$ cat src/design/dma_pkg.sv
// address, data and instruction types; typedef widths follow the package defaults only
package dma_pkg;

	// ------------------------------------------------------------
	// default widths
	// ------------------------------------------------------------

	// word address, 64 words by default
	localparam int ADDR_W = 6;

	// data word
	localparam int DATA_W = 32;

	// ------------------------------------------------------------
	// types
	// ------------------------------------------------------------

	// word address into the scratch memory
	typedef logic [ADDR_W-1:0] addr_t;

	// one data word
	typedef logic [DATA_W-1:0] data_t;

	// read returns the source word
	// copy writes the source word to the destination and returns it
	typedef enum logic {
		INST_READ = 1'b0,
		INST_COPY = 1'b1
	} dma_inst_t;

endpackage

$ cat src/design/security_pkg.sv
// security domain and response status types; domain is 1 bit, so only normal and secure exist
package security_pkg;

	// ------------------------------------------------------------
	// security domain
	// ------------------------------------------------------------

	// 0 is normal, 1 is secure
	// a requester is granted when its domain is at least the dma domain
	typedef logic domain_t;

	// ------------------------------------------------------------
	// response status
	// ------------------------------------------------------------

	// carried from checker to responder with every response
	// denied responses carry no data and touch no memory
	typedef enum logic {
		RESP_OK     = 1'b0,
		RESP_DENIED = 1'b1
	} resp_status_t;

endpackage

$ cat src/design/dbg_ifs.sv
// checker-to-engine request and checker-to-responder result links; single request in flight
`timescale 1ns/1ps

// ------------------------------------------------------------
// dma request link
// ------------------------------------------------------------

// req_val is a one-cycle strobe, nothing more until done
// rd_data only valid in the done cycle
interface dma_req_if #(
	parameter int addr_w = dma_pkg::ADDR_W,
	parameter int data_w = dma_pkg::DATA_W
);
	logic               req_val;
	dma_pkg::dma_inst_t inst;
	logic [addr_w-1:0]  src_addr;
	logic [addr_w-1:0]  dest_addr;
	logic               done;
	logic [data_w-1:0]  rd_data;

	modport chk (output req_val, inst, src_addr, dest_addr, input done, rd_data);
	modport engine (input req_val, inst, src_addr, dest_addr, output done, rd_data);
endinterface

// ------------------------------------------------------------
// debug response link
// ------------------------------------------------------------

// resp_val pulses once per accepted request
// status, data and domain valid with resp_val
interface debug_resp_if #(
	parameter int data_w = dma_pkg::DATA_W
);
	logic                       resp_val;
	security_pkg::resp_status_t status;
	logic [data_w-1:0]          data;
	security_pkg::domain_t      domain;

	modport chk (output resp_val, status, data, domain);
	modport responder (input resp_val, status, data, domain);
endinterface

$ cat src/design/mem_if.sv
// engine port of the scratch memory; rdata arrives one cycle after a read enable
`timescale 1ns/1ps

// engine drives the command, memory returns the read word
// write when en and we are both high
// read when en is high and we is low
interface mem_if #(
	parameter int addr_w = dma_pkg::ADDR_W,
	parameter int data_w = dma_pkg::DATA_W
);
	logic              en;
	logic              we;
	logic [addr_w-1:0] addr;
	logic [data_w-1:0] wdata;

	// registered in the memory
	logic [data_w-1:0] rdata;

	modport engine (output en, we, addr, wdata, input rdata);
	modport memory (input en, we, addr, wdata, output rdata);
endinterface

$ cat src/design/debug_checker.sv
// domain compared once in the check cycle; debug_val is ignored until the response goes out
`timescale 1ns/1ps

module debug_checker #(
	parameter int addr_w = dma_pkg::ADDR_W,
	parameter int data_w = dma_pkg::DATA_W
) (
	input  logic                  clk,
	input  logic                  reset,
	input  logic                  debug_val,
	input  security_pkg::domain_t debug_domain,
	input  dma_pkg::dma_inst_t    debug_inst,
	input  dma_pkg::addr_t        debug_src_addr,
	input  dma_pkg::addr_t        debug_dest_addr,
	input  security_pkg::domain_t dma_domain,
	dma_req_if.chk                req,
	debug_resp_if.chk             resp
);

	// ------------------------------------------------------------
	// state machine
	// ------------------------------------------------------------

	typedef enum logic [2:0] {
		CK_IDLE,
		CK_CHECK,
		CK_REQUEST,
		CK_WAIT,
		CK_RESPOND
	} state_t;

	state_t state;
	state_t state_next;

	// latched request
	security_pkg::domain_t dom_q;
	dma_pkg::dma_inst_t    inst_q;
	logic [addr_w-1:0]     src_q;
	logic [addr_w-1:0]     dest_q;

	// check result and returned word
	logic                  denied_q;
	logic [data_w-1:0]     data_q;

	always_ff @(posedge clk) begin
		if (reset) begin
			state <= CK_IDLE;
		end else begin
			state <= state_next;
		end
	end

	always_comb begin
		state_next = state;
		case (state)
			CK_IDLE: begin
				if (debug_val) begin
					state_next = CK_CHECK;
				end
			end
			// granted goes to the engine, denied skips to respond
			CK_CHECK: begin
				if (dom_q >= dma_domain) begin
					state_next = CK_REQUEST;
				end else begin
					state_next = CK_RESPOND;
				end
			end
			CK_REQUEST: state_next = CK_WAIT;
			CK_WAIT: begin
				if (req.done) begin
					state_next = CK_RESPOND;
				end
			end
			CK_RESPOND: state_next = CK_IDLE;
			default: state_next = CK_IDLE;
		endcase
	end

	// ------------------------------------------------------------
	// request and result registers
	// ------------------------------------------------------------

	always_ff @(posedge clk) begin
		// capture only from idle, later strobes are dropped
		if (state == CK_IDLE && debug_val) begin
			dom_q  <= debug_domain;
			inst_q <= debug_inst;
			src_q  <= debug_src_addr;
			dest_q <= debug_dest_addr;
		end
		// dma_domain may move later, keep the decision from here
		if (state == CK_CHECK) begin
			denied_q <= (dom_q < dma_domain);
		end
		if (state == CK_WAIT && req.done) begin
			data_q <= req.rd_data;
		end
	end

	// ------------------------------------------------------------
	// outputs
	// ------------------------------------------------------------

	assign req.req_val   = (state == CK_REQUEST);
	assign req.inst      = inst_q;
	assign req.src_addr  = src_q;
	assign req.dest_addr = dest_q;

	// data is stale on denied, responder zeroes it
	assign resp.resp_val = (state == CK_RESPOND);
	assign resp.status   = denied_q ? security_pkg::RESP_DENIED : security_pkg::RESP_OK;
	assign resp.data     = data_q;
	assign resp.domain   = dom_q;

endmodule

$ cat src/design/debug_dma_top.sv
// mem_depth must not exceed 2**addr_w; host port and debug port run on the same clock
`timescale 1ns/1ps

module debug_dma_top #(
	parameter int addr_w    = dma_pkg::ADDR_W,
	parameter int data_w    = dma_pkg::DATA_W,
	parameter int mem_depth = 64
) (
	input  logic                  clk,
	input  logic                  reset,
	// host fill port
	input  logic                  host_we,
	input  dma_pkg::addr_t        host_addr,
	input  dma_pkg::data_t        host_wdata,
	// debug request
	input  logic                  debug_val,
	input  security_pkg::domain_t debug_domain,
	input  dma_pkg::dma_inst_t    debug_inst,
	input  dma_pkg::addr_t        debug_src_addr,
	input  dma_pkg::addr_t        debug_dest_addr,
	// current domain of the dma block, a level
	input  security_pkg::domain_t dma_domain,
	// debug response
	output logic                  debug_ack,
	output logic                  debug_denied,
	output dma_pkg::data_t        debug_data,
	output security_pkg::domain_t debug_resp_domain
);

	// ------------------------------------------------------------
	// internal links
	// ------------------------------------------------------------

	dma_req_if #(.addr_w(addr_w), .data_w(data_w)) req_bus ();
	debug_resp_if #(.data_w(data_w)) resp_bus ();
	mem_if #(.addr_w(addr_w), .data_w(data_w)) mem_bus ();

	// ------------------------------------------------------------
	// decode, execute, result
	// ------------------------------------------------------------

	debug_checker #(.addr_w(addr_w), .data_w(data_w)) u_checker (
		.clk             (clk),
		.reset           (reset),
		.debug_val       (debug_val),
		.debug_domain    (debug_domain),
		.debug_inst      (debug_inst),
		.debug_src_addr  (debug_src_addr),
		.debug_dest_addr (debug_dest_addr),
		.dma_domain      (dma_domain),
		.req             (req_bus.chk),
		.resp            (resp_bus.chk)
	);

	dma_engine #(.addr_w(addr_w), .data_w(data_w)) u_engine (
		.clk   (clk),
		.reset (reset),
		.req   (req_bus.engine),
		.mem   (mem_bus.engine)
	);

	scratch_mem #(.addr_w(addr_w), .data_w(data_w), .mem_depth(mem_depth)) u_mem (
		.clk        (clk),
		.mem        (mem_bus.memory),
		.host_we    (host_we),
		.host_addr  (host_addr),
		.host_wdata (host_wdata)
	);

	debug_responder #(.data_w(data_w)) u_responder (
		.clk               (clk),
		.reset             (reset),
		.resp              (resp_bus.responder),
		.debug_ack         (debug_ack),
		.debug_denied      (debug_denied),
		.debug_data        (debug_data),
		.debug_resp_domain (debug_resp_domain)
	);

endmodule

$ cat src/design/debug_responder.sv
// outputs hold until the next response; debug_data forced to zero on a denied response
`timescale 1ns/1ps

module debug_responder #(
	parameter int data_w = dma_pkg::DATA_W
) (
	input  logic                  clk,
	input  logic                  reset,
	debug_resp_if.responder       resp,
	output logic                  debug_ack,
	output logic                  debug_denied,
	output dma_pkg::data_t        debug_data,
	output security_pkg::domain_t debug_resp_domain
);

	logic [data_w-1:0] data_q;

	// ------------------------------------------------------------
	// ack pulse
	// ------------------------------------------------------------

	// one cycle after resp_val, one cycle wide
	always_ff @(posedge clk) begin
		if (reset) begin
			debug_ack <= 1'b0;
		end else begin
			debug_ack <= resp.resp_val;
		end
	end

	// ------------------------------------------------------------
	// held result
	// ------------------------------------------------------------

	always_ff @(posedge clk) begin
		if (resp.resp_val) begin
			debug_denied      <= (resp.status == security_pkg::RESP_DENIED);
			debug_resp_domain <= resp.domain;
			// nothing leaks out on a denied request
			if (resp.status == security_pkg::RESP_DENIED) begin
				data_q <= '0;
			end else begin
				data_q <= resp.data;
			end
		end
	end

	assign debug_data = data_q;

endmodule

$ cat src/design/dma_engine.sv
// read done 2 cycles after req_val, copy done 3 cycles after; one operation at a time
`timescale 1ns/1ps

module dma_engine #(
	parameter int addr_w = dma_pkg::ADDR_W,
	parameter int data_w = dma_pkg::DATA_W
) (
	input logic       clk,
	input logic       reset,
	dma_req_if.engine req,
	mem_if.engine     mem
);

	// ------------------------------------------------------------
	// state machine
	// ------------------------------------------------------------

	// idle also issues the source read in the req_val cycle
	typedef enum logic [1:0] {
		EN_IDLE,
		EN_CAPTURE,
		EN_WRITE,
		EN_DONE
	} state_t;

	state_t state;
	state_t state_next;

	dma_pkg::dma_inst_t inst_q;
	logic [addr_w-1:0]  dest_q;

	// source word, returned in rd_data and written on copy
	logic [data_w-1:0]  data_q;

	always_ff @(posedge clk) begin
		if (reset) begin
			state <= EN_IDLE;
		end else begin
			state <= state_next;
		end
	end

	always_comb begin
		state_next = state;
		case (state)
			EN_IDLE: begin
				if (req.req_val) begin
					state_next = EN_CAPTURE;
				end
			end
			EN_CAPTURE: begin
				if (inst_q == dma_pkg::INST_COPY) begin
					state_next = EN_WRITE;
				end else begin
					state_next = EN_DONE;
				end
			end
			EN_WRITE: state_next = EN_DONE;
			EN_DONE: state_next = EN_IDLE;
			default: state_next = EN_IDLE;
		endcase
	end

	// ------------------------------------------------------------
	// datapath
	// ------------------------------------------------------------

	always_ff @(posedge clk) begin
		if (state == EN_IDLE && req.req_val) begin
			inst_q <= req.inst;
			dest_q <= req.dest_addr;
		end
		// read data lands one cycle after the read enable
		if (state == EN_CAPTURE) begin
			data_q <= mem.rdata;
		end
	end

	// source read straight from the request fields, no extra cycle
	assign mem.en    = (state == EN_IDLE && req.req_val) || (state == EN_WRITE);
	assign mem.we    = (state == EN_WRITE);
	assign mem.addr  = (state == EN_WRITE) ? dest_q : req.src_addr;
	assign mem.wdata = data_q;

	assign req.done    = (state == EN_DONE);
	assign req.rd_data = data_q;

endmodule

$ cat src/design/scratch_mem.sv
// no reset on contents; addresses at or above mem_depth are not written and read as zero
`timescale 1ns/1ps

module scratch_mem #(
	parameter int addr_w    = dma_pkg::ADDR_W,
	parameter int data_w    = dma_pkg::DATA_W,
	parameter int mem_depth = 64
) (
	input logic           clk,
	mem_if.memory         mem,
	input logic           host_we,
	input dma_pkg::addr_t host_addr,
	input dma_pkg::data_t host_wdata
);

	logic [data_w-1:0] ram [mem_depth];

	// range checks
	logic host_hit;
	logic eng_hit;

	assign host_hit = (host_addr < mem_depth);
	assign eng_hit  = (mem.addr < mem_depth);

	// ------------------------------------------------------------
	// write ports and synchronous read
	// ------------------------------------------------------------

	always_ff @(posedge clk) begin
		// system side fill
		if (host_we && host_hit) begin
			ram[host_addr] <= host_wdata;
		end
		// engine write comes last so it wins on the same address
		if (mem.en && mem.we && eng_hit) begin
			ram[mem.addr] <= mem.wdata;
		end
		if (mem.en && !mem.we) begin
			mem.rdata <= eng_hit ? ram[mem.addr] : '0;
		end
	end

endmodule

$ cat config.mk
export PLATFORM = sky130hd
export DESIGN_NAME = debug_dma_top
export DESIGN_NICKNAME = d
export VERILOG_FILES = /design/src/design/dma_pkg.sv /design/src/design/security_pkg.sv /design/src/design/dbg_ifs.sv /design/src/design/mem_if.sv /design/src/design/debug_checker.sv /design/src/design/debug_dma_top.sv /design/src/design/debug_responder.sv /design/src/design/dma_engine.sv /design/src/design/scratch_mem.sv
export SDC_FILE = /design/constraint.sdc
export NUM_CORES = 2
export LEC_CHECK = 0
export BUFFER_PORTS_ARGS = -buffer_cell sky130_fd_sc_hd__buf_2
export CAP_MARGIN = 15
export CELL_PAD_IN_SITES_DETAIL_PLACEMENT = 0
export CELL_PAD_IN_SITES_GLOBAL_PLACEMENT = 2
export CORE_AREA = 2 2 472 474
export CTS_CLUSTER_DIAMETER = 50
export DETAILED_ROUTE_END_ITERATION = 8
export DIE_AREA = 0 0 474 476
export PLACE_DENSITY = 0.92
export RECOVER_POWER = 50
export REMOVE_ABC_BUFFERS = 1
export SYNTH_ARGS = -nofsm -noshare
export SYNTH_HDL_FRONTEND = slang
export SYNTH_SLANG_ARGS = --single-unit
$ cat constraint.sdc
create_clock -name clk -period 5.3 [get_ports clk]
set_input_delay 0.265 -clock clk [delete_from_list [all_inputs] [get_ports clk]]
set_output_delay 0.265 -clock clk [all_outputs]
set_load 0.03 [all_outputs]
# == Word level (Yosys, flattened, before mapping) ==
# Memories as Yosys holds them, arrays and structs flattened. A register that Yosys moved wholly into a read port is not among the register bits.
# Cells that the tools add are included.
# Widths: inputs -> output; s select.
# classes
n_lt_le_gt_ge,2
reduce_logical,10
n_eq_ne,10
muxes,13
# op_table
cell,count
$pmux 3 s4,1
$mux 3,3
$pmux 2 s4,1
$eq 3x2->1 const B,2
$mux 1,6
$mux 6,1
$logic_and 1x1->1,5
$eq 2x2->1 const B,2
$ne 2x1->1 const B,2
$eq 3x1->1 const B,1
$eq 3x3->1 const B,1
$logic_not 3->1,1
$eq 2x1->1 const B,1
$logic_not 2->1,1
$mux 2,1
$ne 2x2->1 const B,1
$reduce_and 2->1,1
$ge 1x1->1,1
$logic_not 1->1,1
$logic_or 1x1->1,1
$lt 1x1->1,1
# totals
ram_bits,2048
input_bits,57
out_inout_bits,35
wordCells,51
ff_bits,126
n_memories,1
# memory_table
name,words,width,read_ports,rd_ports_with_merged_regs,write_ports,line,source
u_mem.ram,64,32,1,1,2,scratch_mem.sv:16,logic [data_w-1:0] ram [mem_depth];

# == Logic depth before layout (Yosys ltp) ==
# depth
depth_word,6
ltp_mapped,13
ltp_nobuf,8

# == Modules after synthesis ==
# A second synthesis with hierarchy kept.
# unflattened
cells_unflattened,7258
area_unflattened_um2,109820.3
# by_module_without_submodules
mod,area_per_inst_um2,cells_each,seq_area_each_um2,instances
scratch_mem,105264.7,7022,62459.9,1
dma_engine,1670.4,96,1211.2,1
debug_checker,1615.3,69,1471.4,1
debug_responder,1270.0,71,1041.0,1

# == Worst setup path after synthesis ==
# OpenSTA, ideal clock, no wires.
# synth_timing
path_kind,register -> register
from,reg u_engine.state[0]
to,mem u_mem.ram[27][0] in the netlist's numbering (enable)
path_buffers,3
arrival_ns,3.374
path_stages_with_launch,9
required_time_ns,4.867
setup_time_ns,0.433
synth_period_minus_slack_ns,3.807
slack_ns,1.493
path_cell_list,dfxtp_1 > inv_1 > ha_1 > buf_4 > o32a_1 > or2_1 > buf_2 > clkbuf_1 > o22ai_1
# synth_rtl
element,line,source
start: declaration,dma_engine.sv:26,state_t state;
start signal: assignment,dma_engine.sv:39,state <= state_next;
end: declaration,scratch_mem.sv:16,

# == Worst setup path after layout ==
# layout_timing
from,reg u_checker.state[0]
to,reg u_mem.mem.rdata[14] (read register of u_mem.ram) (enable)
# layout_between
elab_chain_len,4
# layout_rtl
element,line,source
start: declaration,debug_checker.sv:32,state_t state;
start signal: assignment,debug_checker.sv:49,state <= state_next;
$eq 3x2->1,debug_checker.sv:105,assign req.req_val = (state == CK_REQUEST);
$logic_and 1x1->1,dma_engine.sv:80,assign mem.en = (state == EN_IDLE && req.req_val) || (state == EN_WRITE);
$logic_or 1x1->1,dma_engine.sv:80,
$logic_and 1x1->1,scratch_mem.sv:38,if (mem.en && !mem.we) begin
end: declaration,mem_if.sv:20,"modport memory (input en, we, addr, wdata, output rdata);"
# No other way between the ends.
# A chain may end at the register's enable or synchronous reset.

==> results.md <==
* Ys flop type: edfxtp_1
* Worst vdd ir at 0.000359 V
* Outcome: finished, violations left
* Final Max Tran Viols at 1629
* Critical path type: register to register
* Sequential Power Share at 0.467
* Ys async rst share at 0
* RR Startpoint: u_checker.state[0]
* Worst-path maximum fanout at 14
* Final Hold Viols at 0
* DRT Wirelength at 360 mm
* Crit end category: register
* Vias per cell at 6.91
* Final setup skew at 46.1 ps
* RSZ-0062 raised after global routing: false
* Initial Util at 0.478
* Final net count at 6780
* Worst hold stages at 2
* Full die area at 226000 um^2
* CTS clk-pin slew, worst paths at 60 ps
* Min Tclk post-route at 5100 ps
* Post-synthesis cell area at 106000 um^2
* Post-DRT Antenna Nets at 0
* Crit path DAT at 5640 ps
* IO Pins at 92
* Core Rows at 173
* Post-CTS setup buffers at 0
* Clk sinks at 2206
* Mean routed wirelength per cell at 36.4 um
* Net Sw Power at 12.2 mW
* CTS-repair resized insts at 0
* Placer Congestion at 0.968
* Worst skew pair latency at 900 ps
* Routed via count at 68400
* Period utilization at 0.962
* Hold Crit Class: input port to register
* R2r setup slk at 200 ps
* Deepest clock path buffer count at 3
* CTS Buf Count at 230
* Core area at 221000 um^2
* GR Overflow Total at 0
* H-Tree Depth at 4
* Register area share after synthesis at 0.627
* Pwr per Cell Area at 363 nW/um^2
* Violated checks: capacitance limit, slew limit
* Least-Margin Pin Slew at 4720 ps
* Fraction of layout cells with a size suffix above 1 at 0.409
* Unique masters post-synth at 63
* Pre-CTS setup slack at 827 ps
* Root buf cell: clkbuf_16
* Share of power burned in combinational logic at 0.153
* Filler cell count at 17600
* Vias in the first global route at 66500
* Width of the die at 474 um
* Seq cells post-synth at 2206
* Crit path launch type: register
* Worst r2r dst: u_mem.mem.rdata[14]
* PortBufs at 91
* Die span in y at 476 um
* Commonest non-fill, non-tap cell in the layout: edfxtp_1
* CTS tree: done
* Initial antenna violation count at 31
* Global-route wire length before repair at 500 mm
* Post-Syn Area per Cell at 15.2 um^2
* Cells on worst reg2reg path at 5
* Worst Hold End: u_checker.req.src_addr[3]
* GRT Resource Usage Total at 0.312
* Post-DP HPWL at 211 mm
* Switching share of power at 0.286
* Area Growth Syn to Fin at 10.8%
* Static Leakage at 36.8 nW
* Drc violations at 0
* TNS Setup at 0 ps
* YS warnings at 0
* Min setup slack post-route at 202 ps
* Final setup violation count at 0
* Max-cap viol count at 58
* Number of synthesized flops with an enable pin at 2200
* Finished Core Util at 0.529
* Slew headroom at -2.15
* Cells after synthesis at 6924
* Peak Freq at 0.196 GHz
* Initial DRC count at 10700
* Largest net degree at the start of global routing at 84
* Clk pwr share at 0.380
* HP Start: debug_src_addr[3]
* Pint at 30.3 mW
* Most frequent cells in the layout: 2200 x edfxtp_1, 2006 x mux2_2, 1006 x a22oi_1
* Worst Path Required at 5840 ps
* Hold buffers post-CTS at 18
* Drt first pass iters at 7
==> state kept, by name (all words and copies together), names as in the netlist, 2 cells and up <==
register                 flops
u_responder.debug_data      32
u_engine.mem.wdata          32
u_checker.req.src_addr       6
u_checker.state              3
u_mem.mem.rdata             32
u_checker.resp.data         32
u_mem.ram                 2048
u_engine.state               2
u_engine.dest_q              6
u_checker.req.dest_addr      6
==> layout make-up <==
cell class,count,area (um^2),share of cell area
Inverter,5,18.8,0.000160
Clock inverter,147,1440,0.0123
Multi-Input combinational cell,3804,36000,0.308
Sequential cell,2206,66200,0.566
Tap cell,2975,3720,0.0318
Clock buffer,277,6000,0.0513
Antenna cell,14,35.0,0.000300
Timing Repair Buffer,472,3550,0.0304
==> through the flow <==
step                      power (mW)  instances  cell area (um^2)  hold WS, ps
after floorplan                 23.1       6015            102000          334
after global placement          26.2       9434            110000          401
after detailed placement        26.4       9439            110000          405
after CTS                       42.3       9881            118000         41.7
after global routing            43.2       9888            117000         86.3
final                           42.4       9900            117000         87.9
==> metal layers <==
metal | part of all wire | track usage
met5 | 0.00034 | 0
met2 | 0.45 | 0.475
met1 | 0.36 | 0.399
met4 | 0.070 | 0.189
met3 | 0.13 | 0.0823
==> how the worst max path moves through the flow <==
stage,end,depth (start not counted),from
2_1_floorplan,u_mem.ram[56][0],6,u_engine.state[0]
3_3_place_gp,u_mem.mem.rdata[26],10,u_engine.state[0]
3_5_place_dp,u_mem.mem.rdata[26],10,u_engine.state[0]
4_1_cts,u_mem.mem.rdata[26],10,u_engine.state[0]
5_1_grt,u_mem.mem.rdata[14],5,u_checker.state[0]
6_report,u_mem.mem.rdata[14],5,u_checker.state[0]
==> synth_stat cells (16+ instances only) <==
master / count / share of area
o21bai_1: 16 / 0.0011
o21ai_0: 55 / 0.0026
clkbuf_1: 503 / 0.018
mux2_1: 46 / 0.0049
mux2_2: 2006 / 0.21
a41oi_1: 95 / 0.0079
a21oi_1: 96 / 0.0046
buf_1: 133 / 0.0047
nand4_1: 182 / 0.011
nand2_1: 84 / 0.0030
o22ai_1: 22 / 0.0013
edfxtp_1: 2200 / 0.63
buf_2: 261 / 0.012
mux2i_1: 35 / 0.0033
nor2b_1: 39 / 0.0023
a22oi_1: 1006 / 0.072
nor2_1: 18 / 0.00064
==> critical path, cell delays in order (launching register included) <==
cell,delay [ps]
dfxtp_1,360
nor2_1,560
and3_1,510
nor2b_1,1620
clkbuf_1,1140
clkbuf_2,550
==> cell families after synthesis <==
logic type,count (synthesis),synth area share
flip-flops,2206,0.627
multiplexers,2089,0.223
AO/OA/AOI/OAI,1318,0.0915
buffers and inverters,914,0.0361
AND/OR/NAND/NOR,393,0.0223
adder cells (fa/ha/maj),4,0.000474
==> power groups by stage <==
stage / combinational, mW / sequential [mW] / clock [mW]
2_1_floorplan: 2.53 / 20.5 / 0
3_5_place_dp: 6.21 / 20.2 / 0
3_3_place_gp: 6.00 / 20.2 / 0
6_report: 6.48 / 19.8 / 16.1
4_1_cts: 6.24 / 19.8 / 16.2
5_1_grt: 6.56 / 19.8 / 16.8
No activity file was read; power rests on OpenSTA's default activity.
